$ cat config.mk
export PLATFORM = sky130hd
export DESIGN_NAME = rv_core
export DESIGN_NICKNAME = d
export VERILOG_FILES = /design/src/rtl/rv_pkg.sv /design/src/rtl/rv_core.sv /design/src/rtl/rv_sequencer.sv /design/src/rtl/rv_bus_if.sv /design/src/rtl/rv_alu.sv /design/src/rtl/rv_regfile.sv /design/src/rtl/rv_decoder.sv
export SDC_FILE = /design/constraint.sdc
export NUM_CORES = 2
export LEC_CHECK = 0
export BUFFER_PORTS_ARGS = -buffer_cell sky130_fd_sc_hd__buf_2
export CORE_MARGIN = 1.5
export CORE_UTILIZATION = 27
export DETAILED_ROUTE_END_ITERATION = 6
export MAX_ROUTING_LAYER = met4
export PLACE_DENSITY = 0.39
export SLEW_MARGIN = 20
export SYNTH_ARGS = -nofsm -noshare
export SYNTH_HDL_FRONTEND = slang
export SYNTH_SLANG_ARGS = --single-unit
export TNS_END_PERCENT = 30
$ cat constraint.sdc
create_clock -name clk -period 6.15 [get_ports clk]
set_clock_uncertainty 0.15 [all_clocks]
set_input_delay 0.3075 -clock clk [delete_from_list [all_inputs] [get_ports clk]]
set_output_delay 0.3075 -clock clk [all_outputs]
set_load 0.01 [all_outputs]
$ cat src/rtl/rv_pkg.sv
// widths, opcodes, ALU operation codes and the instruction word views of the core
// imported by every core module and by the testbench
`default_nettype none

package rv_pkg;

	localparam int XLEN      = 32;
	localparam int STRB_W    = 4;
	localparam int REG_IDX_W = 5;
	localparam int ALU_OP_W  = 4;

	// major opcodes of the RV32I subset
	localparam logic [6:0] OPC_LUI    = 7'b0110111;
	localparam logic [6:0] OPC_AUIPC  = 7'b0010111;
	localparam logic [6:0] OPC_JAL    = 7'b1101111;
	localparam logic [6:0] OPC_JALR   = 7'b1100111;
	localparam logic [6:0] OPC_BRANCH = 7'b1100011;
	localparam logic [6:0] OPC_LOAD   = 7'b0000011;
	localparam logic [6:0] OPC_STORE  = 7'b0100011;
	localparam logic [6:0] OPC_OP_IMM = 7'b0010011;
	localparam logic [6:0] OPC_OP     = 7'b0110011;
	localparam logic [6:0] OPC_SYSTEM = 7'b1110011;

	localparam logic [ALU_OP_W-1:0] ALU_ADD  = 4'd0;
	localparam logic [ALU_OP_W-1:0] ALU_SUB  = 4'd1;
	localparam logic [ALU_OP_W-1:0] ALU_SLT  = 4'd2;
	localparam logic [ALU_OP_W-1:0] ALU_SLTU = 4'd3;
	localparam logic [ALU_OP_W-1:0] ALU_XOR  = 4'd4;
	localparam logic [ALU_OP_W-1:0] ALU_OR   = 4'd5;
	localparam logic [ALU_OP_W-1:0] ALU_AND  = 4'd6;
	localparam logic [ALU_OP_W-1:0] ALU_SLL  = 4'd7;
	localparam logic [ALU_OP_W-1:0] ALU_SRL  = 4'd8;
	localparam logic [ALU_OP_W-1:0] ALU_SRA  = 4'd9;
	localparam logic [ALU_OP_W-1:0] ALU_BEQ  = 4'd10; // branch compares
	localparam logic [ALU_OP_W-1:0] ALU_BNE  = 4'd11;
	localparam logic [ALU_OP_W-1:0] ALU_BLT  = 4'd12;
	localparam logic [ALU_OP_W-1:0] ALU_BGE  = 4'd13;
	localparam logic [ALU_OP_W-1:0] ALU_BLTU = 4'd14;
	localparam logic [ALU_OP_W-1:0] ALU_BGEU = 4'd15;

	// access sizes, same coding as the bus word size
	localparam logic [1:0] SIZE_WORD = 2'd0;
	localparam logic [1:0] SIZE_HALF = 2'd1;
	localparam logic [1:0] SIZE_BYTE = 2'd2;

	typedef struct packed {
		logic [6:0] funct7;
		logic [4:0] rs2;
		logic [4:0] rs1;
		logic [2:0] funct3;
		logic [4:0] rd;
		logic [6:0] opcode;
	} reg_view_t;

	// S-type splits its immediate around rs1/rs2
	typedef struct packed {
		logic [6:0] imm_hi;
		logic [4:0] rs2;
		logic [4:0] rs1;
		logic [2:0] funct3;
		logic [4:0] imm_lo;
		logic [6:0] opcode;
	} store_view_t;

	typedef union packed {
		reg_view_t   reg_view;
		store_view_t store_view;
	} instr_u;

endpackage

`default_nettype wire
$ cat src/rtl/rv_core.sv
// top of the multi-cycle RV32I core, connects decoder, registers, ALU, bus and FSM
// PROGADDR_RESET sets the address of the first fetch
`timescale 1ns/1ps
`default_nettype none

module rv_core #(
	parameter logic [31:0] PROGADDR_RESET = 32'h0
) (
	input  wire                          clk,
	input  wire                          resetn,
	input  wire                          mem_ready,
	input  wire [rv_pkg::XLEN-1:0]       mem_rdata,
	output logic                         mem_valid,
	output logic                         mem_instr,
	output logic [rv_pkg::XLEN-1:0]      mem_addr,
	output logic [rv_pkg::XLEN-1:0]      mem_wdata,
	output logic [rv_pkg::STRB_W-1:0]    mem_wstrb,
	output logic                         trap
);
	import rv_pkg::*;

	logic [REG_IDX_W-1:0] rs1, rs2, rd, rf_waddr;
	logic [XLEN-1:0] imm, rdata1, rdata2, rf_wdata;
	logic [XLEN-1:0] alu_a, alu_b, alu_result, addr, wdata, rdata_word;
	logic [ALU_OP_W-1:0] alu_op;
	logic [1:0] mem_size, size;
	logic op2_is_imm, is_lui, is_auipc, is_jal, is_jalr, is_branch, is_load, is_store;
	logic dec_unsigned, bus_unsigned, illegal, is_system;
	logic instr_load, alu_taken, rf_we, halt, mem_done;
	logic do_rinst, do_rdata, do_wdata;

	rv_decoder u_decoder (
		.clk, .resetn, .instr_load, .instr_word(mem_rdata),
		.rs1, .rs2, .rd, .imm, .alu_op, .op2_is_imm,
		.is_lui, .is_auipc, .is_jal, .is_jalr, .is_branch, .is_load, .is_store,
		.mem_size, .load_unsigned(dec_unsigned), .illegal, .is_system
	);

	rv_regfile u_regfile (
		.clk, .resetn, .raddr1(rs1), .raddr2(rs2),
		.we(rf_we), .waddr(rf_waddr), .wdata(rf_wdata), .rdata1, .rdata2
	);

	rv_alu u_alu (.op(alu_op), .a(alu_a), .b(alu_b), .result(alu_result), .taken(alu_taken));

	rv_bus_if u_bus (
		.clk, .resetn, .halt, .do_rinst, .do_rdata, .do_wdata, .addr, .wdata, .size,
		.load_unsigned(bus_unsigned), .mem_ready, .mem_rdata,
		.mem_valid, .mem_instr, .mem_addr, .mem_wdata, .mem_wstrb, .mem_done, .rdata_word
	);

	rv_sequencer #(.PROGADDR_RESET(PROGADDR_RESET)) u_seq (
		.clk, .resetn, .rd, .imm, .op2_is_imm,
		.is_lui, .is_auipc, .is_jal, .is_jalr, .is_branch, .is_load, .is_store,
		.mem_size, .ld_unsigned(dec_unsigned), .illegal, .is_system,
		.rdata1, .rdata2, .alu_result, .alu_taken, .mem_done, .rdata_word,
		.instr_load, .alu_a, .alu_b, .do_rinst, .do_rdata, .do_wdata,
		.addr, .wdata, .size, .load_unsigned(bus_unsigned), .halt,
		.rf_we, .rf_waddr, .rf_wdata, .trap
	);

endmodule

`default_nettype wire

$ cat src/rtl/rv_sequencer.sv
// main control FSM, fetch / decode / exec / memory, with writeback and pc update
// writeback of the previous instruction happens in the first FETCH cycle
`timescale 1ns/1ps
`default_nettype none

module rv_sequencer #(
	parameter logic [31:0] PROGADDR_RESET = 32'h0
) (
	input  wire                            clk,
	input  wire                            resetn,
	input  wire [rv_pkg::REG_IDX_W-1:0]    rd,
	input  wire [rv_pkg::XLEN-1:0]         imm,
	input  wire                            op2_is_imm,
	input  wire                            is_lui,
	input  wire                            is_auipc,
	input  wire                            is_jal,
	input  wire                            is_jalr,
	input  wire                            is_branch,
	input  wire                            is_load,
	input  wire                            is_store,
	input  wire [1:0]                      mem_size,
	input  wire                            ld_unsigned,
	input  wire                            illegal,
	input  wire                            is_system,
	input  wire [rv_pkg::XLEN-1:0]         rdata1,
	input  wire [rv_pkg::XLEN-1:0]         rdata2,
	input  wire [rv_pkg::XLEN-1:0]         alu_result,
	input  wire                            alu_taken,
	input  wire                            mem_done,
	input  wire [rv_pkg::XLEN-1:0]         rdata_word,
	output logic                           instr_load,
	output logic [rv_pkg::XLEN-1:0]        alu_a,
	output logic [rv_pkg::XLEN-1:0]        alu_b,
	output logic                           do_rinst,
	output logic                           do_rdata,
	output logic                           do_wdata,
	output logic [rv_pkg::XLEN-1:0]        addr,
	output logic [rv_pkg::XLEN-1:0]        wdata,
	output logic [1:0]                     size,
	output logic                           load_unsigned,
	output logic                           halt,
	output logic                           rf_we,
	output logic [rv_pkg::REG_IDX_W-1:0]   rf_waddr,
	output logic [rv_pkg::XLEN-1:0]        rf_wdata,
	output logic                           trap
);
	import rv_pkg::*;

	localparam logic [5:0] ST_FETCH  = 6'b000001;
	localparam logic [5:0] ST_DECODE = 6'b000010;
	localparam logic [5:0] ST_EXEC   = 6'b000100;
	localparam logic [5:0] ST_LDMEM  = 6'b001000;
	localparam logic [5:0] ST_STMEM  = 6'b010000;
	localparam logic [5:0] ST_TRAP   = 6'b100000;

	logic [5:0] state;
	logic [XLEN-1:0] pc, op1, op2, sdata, daddr, wb_data;
	logic wb_pending;
	logic [XLEN-1:0] pc_plus4, br_target, jmp_target;
	logic data_misalign;

	assign pc_plus4 = pc + 32'd4;
	assign br_target = pc + imm;
	assign jmp_target = {alu_result[XLEN-1:1], 1'b0}; // jalr drops bit 0
	assign data_misalign = (mem_size == SIZE_WORD && alu_result[1:0] != 2'b00) ||
		(mem_size == SIZE_HALF && alu_result[0]);

	always_ff @(posedge clk) begin
		if (!resetn) begin
			state <= ST_FETCH;
			pc <= PROGADDR_RESET;
			do_rinst <= 1'b1; // first fetch right out of reset
			do_rdata <= 1'b0;
			do_wdata <= 1'b0;
			wb_pending <= 1'b0;
		end else begin
			case (state)
				ST_FETCH: begin
					wb_pending <= 1'b0; // written this cycle
					if (mem_done) begin
						do_rinst <= 1'b0;
						state <= ST_DECODE;
					end
				end
				ST_DECODE: begin
					if (illegal || is_system) begin
						state <= ST_TRAP;
					end else begin
						op1 <= is_lui ? '0 : ((is_auipc || is_jal) ? pc : rdata1);
						op2 <= op2_is_imm ? imm : rdata2;
						sdata <= rdata2;
						state <= ST_EXEC;
					end
				end
				ST_EXEC: begin
					pc <= pc_plus4;
					if (is_branch) begin
						if (alu_taken && br_target[1]) begin
							state <= ST_TRAP;
						end else begin
							if (alu_taken)
								pc <= br_target;
							do_rinst <= 1'b1;
							state <= ST_FETCH;
						end
					end else if (is_jal || is_jalr) begin
						if (jmp_target[1]) begin
							state <= ST_TRAP;
						end else begin
							pc <= jmp_target;
							wb_data <= pc_plus4; // link
							wb_pending <= 1'b1;
							do_rinst <= 1'b1;
							state <= ST_FETCH;
						end
					end else if (is_load || is_store) begin
						if (data_misalign) begin
							state <= ST_TRAP;
						end else begin
							daddr <= alu_result;
							do_rdata <= is_load;
							do_wdata <= is_store;
							state <= is_load ? ST_LDMEM : ST_STMEM;
						end
					end else begin
						wb_data <= alu_result;
						wb_pending <= 1'b1;
						do_rinst <= 1'b1;
						state <= ST_FETCH;
					end
				end
				ST_LDMEM: if (mem_done) begin
					wb_data <= rdata_word;
					wb_pending <= 1'b1;
					do_rdata <= 1'b0;
					do_rinst <= 1'b1;
					state <= ST_FETCH;
				end
				ST_STMEM: if (mem_done) begin
					do_wdata <= 1'b0;
					do_rinst <= 1'b1;
					state <= ST_FETCH;
				end
				default: ; // trap, held until reset
			endcase
		end
	end

	assign instr_load = state == ST_FETCH && mem_done;
	assign alu_a = op1;
	assign alu_b = op2;
	assign addr = (state == ST_FETCH) ? pc : daddr;
	assign wdata = sdata;
	assign size = (state == ST_FETCH) ? SIZE_WORD : mem_size;
	assign load_unsigned = ld_unsigned;
	assign halt = state == ST_TRAP;
	assign trap = state == ST_TRAP;
	assign rf_we = state == ST_FETCH && wb_pending;
	assign rf_waddr = rd;
	assign rf_wdata = wb_data;

	a_state_onehot: assert property (@(posedge clk) disable iff (!resetn) $onehot(state));

endmodule

`default_nettype wire

$ cat src/rtl/rv_bus_if.sv
// memory bus master, turns a held request level into one valid/ready transfer
// also places store lanes, builds strobes and extends load data
`timescale 1ns/1ps
`default_nettype none

module rv_bus_if (
	input  wire                          clk,
	input  wire                          resetn,
	input  wire                          halt,
	input  wire                          do_rinst,
	input  wire                          do_rdata,
	input  wire                          do_wdata,
	input  wire [rv_pkg::XLEN-1:0]       addr,
	input  wire [rv_pkg::XLEN-1:0]       wdata,
	input  wire [1:0]                    size,
	input  wire                          load_unsigned,
	input  wire                          mem_ready,
	input  wire [rv_pkg::XLEN-1:0]       mem_rdata,
	output logic                         mem_valid,
	output logic                         mem_instr,
	output logic [rv_pkg::XLEN-1:0]      mem_addr,
	output logic [rv_pkg::XLEN-1:0]      mem_wdata,
	output logic [rv_pkg::STRB_W-1:0]    mem_wstrb,
	output logic                         mem_done,
	output logic [rv_pkg::XLEN-1:0]      rdata_word
);
	import rv_pkg::*;

	localparam logic [1:0] ST_IDLE  = 2'd0;
	localparam logic [1:0] ST_READ  = 2'd1;
	localparam logic [1:0] ST_WRITE = 2'd2;

	logic [1:0] state;
	logic [XLEN-1:0] lane_wdata;
	logic [STRB_W-1:0] lane_strb;
	logic [7:0] rd_byte;
	logic [15:0] rd_half;

	always_comb begin
		case (size)
			SIZE_HALF: begin
				lane_wdata = {2{wdata[15:0]}};
				lane_strb = addr[1] ? 4'b1100 : 4'b0011;
			end
			SIZE_BYTE: begin
				lane_wdata = {4{wdata[7:0]}};
				lane_strb = 4'b0001 << addr[1:0];
			end
			default: begin
				lane_wdata = wdata;
				lane_strb = '1;
			end
		endcase
	end

	assign rd_byte = mem_rdata[8*addr[1:0] +: 8];
	assign rd_half = mem_rdata[16*addr[1] +: 16];

	always_comb begin
		case (size)
			SIZE_HALF: rdata_word = {{16{rd_half[15] && !load_unsigned}}, rd_half};
			SIZE_BYTE: rdata_word = {{24{rd_byte[7] && !load_unsigned}}, rd_byte};
			default:   rdata_word = mem_rdata;
		endcase
	end

	assign mem_done = mem_valid && mem_ready;

	always_ff @(posedge clk) begin
		if (!resetn) begin
			state <= ST_IDLE;
			mem_valid <= 1'b0;
			mem_wstrb <= '0;
		end else begin
			case (state)
				ST_IDLE: if (!halt && (do_rinst || do_rdata || do_wdata)) begin
					mem_valid <= 1'b1;
					mem_instr <= do_rinst;
					mem_addr <= {addr[XLEN-1:2], 2'b00}; // word aligned
					mem_wdata <= lane_wdata;
					mem_wstrb <= do_wdata ? lane_strb : '0;
					state <= do_wdata ? ST_WRITE : ST_READ;
				end
				ST_READ, ST_WRITE: if (mem_ready) begin
					mem_valid <= 1'b0;
					state <= ST_IDLE;
				end
				default: state <= ST_IDLE;
			endcase
		end
	end

	a_bus_hold: assert property (@(posedge clk) disable iff (!resetn)
		mem_valid && !mem_ready |=> mem_valid && $stable(mem_addr));

endmodule

`default_nettype wire

$ cat src/rtl/rv_alu.sv
// single cycle ALU with barrel shifter and branch compare
`timescale 1ns/1ps
`default_nettype none

module rv_alu (
	input  wire [rv_pkg::ALU_OP_W-1:0]  op,
	input  wire [rv_pkg::XLEN-1:0]      a,
	input  wire [rv_pkg::XLEN-1:0]      b,
	output logic [rv_pkg::XLEN-1:0]     result,
	output logic                        taken
);
	import rv_pkg::*;

	logic [XLEN-1:0] add_sub, shl, shr;
	logic eq, lts, ltu;

	assign add_sub = (op == ALU_SUB) ? a - b : a + b;
	assign eq = a == b;
	assign lts = $signed(a) < $signed(b);
	assign ltu = a < b;
	assign shl = a << b[4:0];
	// 33 bit arithmetic shift, top bit chooses sra vs srl fill
	assign shr = XLEN'($signed({op == ALU_SRA && a[XLEN-1], a}) >>> b[4:0]);

	always_comb begin
		case (op)
			ALU_ADD, ALU_SUB: result = add_sub;
			ALU_SLT:  result = {{(XLEN-1){1'b0}}, lts};
			ALU_SLTU: result = {{(XLEN-1){1'b0}}, ltu};
			ALU_XOR:  result = a ^ b;
			ALU_OR:   result = a | b;
			ALU_AND:  result = a & b;
			ALU_SLL:  result = shl;
			ALU_SRL, ALU_SRA: result = shr;
			default:  result = add_sub; // branch ops ignore it
		endcase
	end

	always_comb begin
		case (op)
			ALU_BEQ:  taken = eq;
			ALU_BNE:  taken = !eq;
			ALU_BLT:  taken = lts;
			ALU_BGE:  taken = !lts;
			ALU_BLTU: taken = ltu;
			ALU_BGEU: taken = !ltu;
			default:  taken = 1'b0;
		endcase
	end

endmodule

`default_nettype wire

$ cat src/rtl/rv_regfile.sv
// general purpose registers x1..x31, x0 is hardwired to zero
// two async read ports, one write port on the clock edge
`timescale 1ns/1ps
`default_nettype none

module rv_regfile (
	input  wire                            clk,
	input  wire                            resetn,
	input  wire [rv_pkg::REG_IDX_W-1:0]    raddr1,
	input  wire [rv_pkg::REG_IDX_W-1:0]    raddr2,
	input  wire                            we,
	input  wire [rv_pkg::REG_IDX_W-1:0]    waddr,
	input  wire [rv_pkg::XLEN-1:0]         wdata,
	output logic [rv_pkg::XLEN-1:0]        rdata1,
	output logic [rv_pkg::XLEN-1:0]        rdata2
);
	import rv_pkg::*;

	localparam int NREGS = 2 ** REG_IDX_W;

	logic [XLEN-1:0] regs [1:NREGS-1];

	always_ff @(posedge clk) begin
		if (!resetn) begin
			for (int i = 1; i < NREGS; i++)
				regs[i] <= '0;
		end else if (we && waddr != '0) begin
			regs[waddr] <= wdata;
		end
	end

	assign rdata1 = (raddr1 == '0) ? '0 : regs[raddr1];
	assign rdata2 = (raddr2 == '0) ? '0 : regs[raddr2];

	// a write aimed at x0 leaves the register seen on port 1 unchanged
	a_x0_zero: assert property (@(posedge clk) disable iff (!resetn)
		we && waddr == '0 |=> raddr1 != $past(raddr1) || rdata1 == $past(rdata1));

endmodule

`default_nettype wire

$ cat src/rtl/rv_decoder.sv
// instruction decoder, loads the fetched word and holds the decoded fields
// outputs stay valid until the next fetch capture
`timescale 1ns/1ps
`default_nettype none

module rv_decoder (
	input  wire                            clk,
	input  wire                            resetn,
	input  wire                            instr_load,
	input  wire [rv_pkg::XLEN-1:0]         instr_word,
	output logic [rv_pkg::REG_IDX_W-1:0]   rs1,
	output logic [rv_pkg::REG_IDX_W-1:0]   rs2,
	output logic [rv_pkg::REG_IDX_W-1:0]   rd,
	output logic [rv_pkg::XLEN-1:0]        imm,
	output logic [rv_pkg::ALU_OP_W-1:0]    alu_op,
	output logic                           op2_is_imm,
	output logic                           is_lui,
	output logic                           is_auipc,
	output logic                           is_jal,
	output logic                           is_jalr,
	output logic                           is_branch,
	output logic                           is_load,
	output logic                           is_store,
	output logic [1:0]                     mem_size,
	output logic                           load_unsigned,
	output logic                           illegal,
	output logic                           is_system
);
	import rv_pkg::*;

	instr_u ins;
	logic [6:0] opc, f7;
	logic [2:0] f3;
	logic [XLEN-1:0] imm_d;
	logic [ALU_OP_W-1:0] alu_op_d;
	logic sys_d, illegal_d;

	assign ins = instr_word;
	assign opc = ins.reg_view.opcode;
	assign f7 = ins.reg_view.funct7;
	assign f3 = ins.reg_view.funct3;

	// ecall / ebreak only, imm[0] picks which
	assign sys_d = opc == OPC_SYSTEM && f3 == 3'b000 && ins.reg_view.rs1 == '0 &&
		ins.reg_view.rd == '0 && {f7, ins.reg_view.rs2[4:1]} == '0;

	always_comb begin
		case (opc)
			OPC_LUI, OPC_AUIPC:
				imm_d = {f7, ins.reg_view.rs2, ins.reg_view.rs1, f3, 12'b0};
			OPC_JAL:
				imm_d = {{12{f7[6]}}, ins.reg_view.rs1, f3, ins.reg_view.rs2[0],
					f7[5:0], ins.reg_view.rs2[4:1], 1'b0};
			OPC_BRANCH:
				imm_d = {{20{f7[6]}}, ins.reg_view.rd[0], f7[5:0], ins.reg_view.rd[4:1], 1'b0};
			OPC_STORE:
				imm_d = {{20{ins.store_view.imm_hi[6]}}, ins.store_view.imm_hi,
					ins.store_view.imm_lo};
			default:
				imm_d = {{20{f7[6]}}, f7, ins.reg_view.rs2}; // I-type
		endcase
	end

	always_comb begin
		alu_op_d = ALU_ADD; // address and link sums
		if (opc == OPC_OP || opc == OPC_OP_IMM) begin
			case (f3)
				3'd0: alu_op_d = (opc == OPC_OP && f7[5]) ? ALU_SUB : ALU_ADD;
				3'd1: alu_op_d = ALU_SLL;
				3'd2: alu_op_d = ALU_SLT;
				3'd3: alu_op_d = ALU_SLTU;
				3'd4: alu_op_d = ALU_XOR;
				3'd5: alu_op_d = f7[5] ? ALU_SRA : ALU_SRL;
				3'd6: alu_op_d = ALU_OR;
				default: alu_op_d = ALU_AND;
			endcase
		end else if (opc == OPC_BRANCH) begin
			case (f3)
				3'd0: alu_op_d = ALU_BEQ;
				3'd1: alu_op_d = ALU_BNE;
				3'd4: alu_op_d = ALU_BLT;
				3'd5: alu_op_d = ALU_BGE;
				3'd6: alu_op_d = ALU_BLTU;
				default: alu_op_d = ALU_BGEU;
			endcase
		end
	end

	always_comb begin
		case (opc)
			OPC_LUI, OPC_AUIPC, OPC_JAL: illegal_d = 1'b0;
			OPC_JALR:   illegal_d = f3 != 3'b000;
			OPC_BRANCH: illegal_d = f3[2:1] == 2'b01;
			OPC_LOAD:   illegal_d = f3 == 3'b011 || f3[2:1] == 2'b11;
			OPC_STORE:  illegal_d = f3[2] || f3[1:0] == 2'b11;
			OPC_OP_IMM: illegal_d = (f3 == 3'd1 && f7 != '0) ||
				(f3 == 3'd5 && f7 != '0 && f7 != 7'h20);
			OPC_OP:     illegal_d = f7 != '0 && !(f7 == 7'h20 && (f3 == 3'd0 || f3 == 3'd5));
			OPC_SYSTEM: illegal_d = !sys_d;
			default:    illegal_d = 1'b1;
		endcase
	end

	always_ff @(posedge clk) begin
		if (!resetn) begin
			{is_lui, is_auipc, is_jal, is_jalr} <= '0;
			{is_branch, is_load, is_store, illegal, is_system} <= '0;
		end else if (instr_load) begin
			is_lui    <= opc == OPC_LUI;
			is_auipc  <= opc == OPC_AUIPC;
			is_jal    <= opc == OPC_JAL;
			is_jalr   <= opc == OPC_JALR;
			is_branch <= opc == OPC_BRANCH;
			is_load   <= opc == OPC_LOAD;
			is_store  <= opc == OPC_STORE;
			illegal   <= illegal_d;
			is_system <= sys_d;
		end
	end

	always_ff @(posedge clk) begin
		if (instr_load) begin
			rs1 <= ins.reg_view.rs1;
			rs2 <= ins.reg_view.rs2;
			rd <= ins.reg_view.rd;
			imm <= imm_d;
			alu_op <= alu_op_d;
			op2_is_imm <= !(opc == OPC_OP || opc == OPC_BRANCH);
			mem_size <= f3[1] ? SIZE_WORD : (f3[0] ? SIZE_HALF : SIZE_BYTE);
			load_unsigned <= f3[2];
		end
	end

endmodule

`default_nettype wire

==> impl_metrics.py <==
metrics = {
    "clock_tree": {
        "cts_tree": "done",
        "clkTransAtPathRegs_ps": 60,
        "cts_root_buffer": "clkbuf_16",
        "insertion_delay_ps": 890,
        "cts.path.max_buffers": 4,
        "htreeDepth": 4,
        "cts_setup_buffers": 0,
        "cts_resized": 0,
        "hold_buffers": 40,
        "cts_sinks": 1369,
        "cts_buffers": 177,
    },
    "synth": {
        "synthArstFlopShare": 0,
        "syn-cell-area_mm2": 0.0805,
        "ys_ff_latch": 1369,
        "synth_cells": 6231,
        "avgSynthCellArea_um2": 12.9,
        "ys_seq_area_frac": 0.502,
        "synth_warnings": 0,
        "synth_enable_flop_cells": 1302,
        "ys_types": 99,
        "ys.flop_type": "edfxtp_1",
    },
    "detailed_routing": {
        "top_layer": "met4",
        "viasPerCell": 5.46,
        "first_pass_iters": 6,
        "vias": 56700,
        "drtAntennaViolNets": 0,
        "wire_per_inst_um": 35.4,
        "wl_met3_um": 18600,
        "finalWirelength_um": 368000,
        "wl_met2_um": 182000,
        "drtIter0Drc": 6461,
        "drc_errors": 0,
        "wl_met1_um": 154000,
    },
    "global_route": {
        "antenna_found_initial": 56,
        "grt-ovfl-total": 0,
        "grt_pass1_wl_um": 498000,
        "grt_use_total": 0.247,
        "grt_max_degree": 90,
        "grt_pass1_vias": 56200,
    },
    "timing": {
        "fin_crit_ps": 5030,
        "fin_crit_sh": 0.817,
        "max-slew-margin-rel": 0.165,
        "rsz0062_at_grt": "false",
        "tightest_slew_ps": 1220,
        "fmax_mhz": 199,
        "maxSlewViolCount": 0,
        "hold_viol_final": 0,
        "finalSetupTns_ps": 0,
        "finalSetupViolCount": 0,
    },
    "outcome": {
        "status": "finished clean",
    },
    "placed_design": {
        "portBuffers": 103,
        "place_area_mm2": 0.0869,
        "routabilityCongestion": 0.911,
        "dp_hpwl_um": 251000,
    },
    "pwr": {
        "ir_worst_vdd_uv": 242,
        "power.leakage_nw": 32.9,
        "power_density_mw_per_mm2": 306,
    },
    "setup_path": {
        "cp_max_fo": 32,
        "path_class": "flop to flop",
        "critPathLaunchType": "flop",
        "end_kind": "flop",
        "critical_path_required_ps": 6540,
        "arrival_ps": 5410,
    },
    "layout": {
        "final_common_cell": "edfxtp_1",
        "fillers": 29700,
        "regArea_mm2": 0.0405,
        "nNetsFinal": 6443,
        "mostFrequentLayoutCells": "edfxtp_1 (1302), and2_1 (1017), mux4_2 (674)",
        "final_cell_area_mm2": 0.0930,
        "area_delta_synth_final_pct": 15.5,
        "multiInputGateArea_mm2": 0.0381,
        "utilization": 0.313,
        "drive_above_1_share": 0.232,
    },
    "floorplan": {
        "die_w_um": 549,
        "boundaryPins": 106,
        "die_y_um": 549,
        "fp.coreArea_mm2": 0.297,
        "dieArea_mm2": 0.302,
        "initial_utilization": 0.271,
        "num_rows": 200,
    },
    "min_path": {
        "hold_path_class": "primary input to flop",
    },
    "job": {
        "max_cap_violations": 0,
    },
}
## power breakdown
part / leakage (nW) / internal, mW / switching (mW)
clock: 2.68 / 5.88 / 4.49
sequential: 13.7 / 10.7 / 0.494
combinational: 16.5 / 2.67 / 4.19
total: 32.9 / 19.3 / 9.18
## per-stage QoR
step / power [mW] / hold WS, ps / cells / setup slack [ps]
4_1_cts: 28.7 / 188 / 10400 / 1160
3_5_place_dp: 18.3 / 299 / 9990 / 1180
2_1_floorplan: 15.2 / 256 / 6264 / 1370
6_report: 28.5 / 230 / 10400 / 1120
3_3_place_gp: 18.3 / 303 / 9981 / 1240
5_1_grt: 29.3 / 234 / 10400 / 989
## layer usage
layer / vias to the layer above / GRT usage
li1: 23800 / -
met1: 30100 / 0.314
met2: 2207 / 0.415
met3: 503 / 0.0233
met4: 0 / 0.0779
met5: - / -
## worst max-delay path, stage by stage, from the launching register on
cell	delay [ps]
edfxtp_1	740
buf_4	490
mux2i_1	320
nand2_1	110
a31oi_1	560
a221oi_2	190
a311oi_2	310
buf_4	240
and2_1	140
buf_4	200
o21ai_0	140
o21ai_0	160
and2_2	620
buf_4	300
## cell families after synthesis
logic type | count (synthesis) | share of synthesized area
buffers and inverters | 701 | 0.0349
other | 1 | 0.0000466
adders and majority gates | 134 | 0.0210
and+or+nand+nor | 2096 | 0.140
AOI/OAI and AO/OA | 965 | 0.0762
muxes | 884 | 0.217
DFF | 1369 | 0.502
xor gates and xnor gates | 81 | 0.00881
## cell type report
type | instances | area share
inverters | 128 | 0.00517
well taps | 3939 | 0.0530
flip-flops and latches | 1369 | 0.435
diodes | 25 | 0.000673
repair buffers | 404 | 0.0369
clock buffers | 226 | 0.0503
clock inverters | 96 | 0.00931
multi-input cells | 4194 | 0.409
## state kept, by name (all words and copies together) (netlist names), 2 cells and up, named ones only
name                flops
u_regfile.regs       1024
u_bus.mem_wdata        32
u_decoder.imm          32
u_seq.alu_a            32
u_seq.alu_b            32
u_seq.daddr            32
u_seq.rf_wdata         32
u_seq.wdata            32
u_seq.pc               31
u_bus.mem_addr         30
u_seq.state             6
u_decoder.rd            5
u_decoder.rs1           5
u_decoder.rs2           5
u_bus.mem_wstrb         4
u_decoder.alu_op        4
u_bus.state             2
u_decoder.mem_size      2
## final timing paths
| path | startpoint | to | slack (ps) | cells after the start |
|---|---|---|---|---|
| setup reg to reg | u_seq.alu_b[0]$_DFFE_PP_ | u_seq.rf_wdata[28]$_DFFE_PP_ | 1120 | 13 |
| hold reg to reg | u_bus.mem_wstrb[2]$_SDFFE_PN0P_ | u_bus.mem_wstrb[2]$_SDFFE_PN0P_ | 310 | 2 |
| setup / recovery | u_seq.alu_b[0]$_DFFE_PP_ | u_seq.rf_wdata[28]$_DFFE_PP_ | 1120 | 13 |
| hold / removal | mem_rdata[7] | u_decoder.rd[0]$_DFFE_PP_ | 230 | 2 |
## Yosys cell counts (61+ instances only)
master    number  share of area
buf_2         75         0.0047
buf_1         65         0.0030
a21oi_1      273          0.017
edfxtp_1    1302           0.49
mux2i_1      125          0.016
nand2_1      419          0.020
mux2_2        78          0.011
o21ai_0      237          0.015
nand3_1       82         0.0051
inv_1        123         0.0057
nor2_1       289          0.013
clkbuf_1     421          0.020
and2_1      1018          0.079
nor3_1        61         0.0038
mux4_2       674           0.19
ha_1         132          0.021
dfxtp_1       67          0.017
No activity file was read; power rests on OpenSTA's default activity.
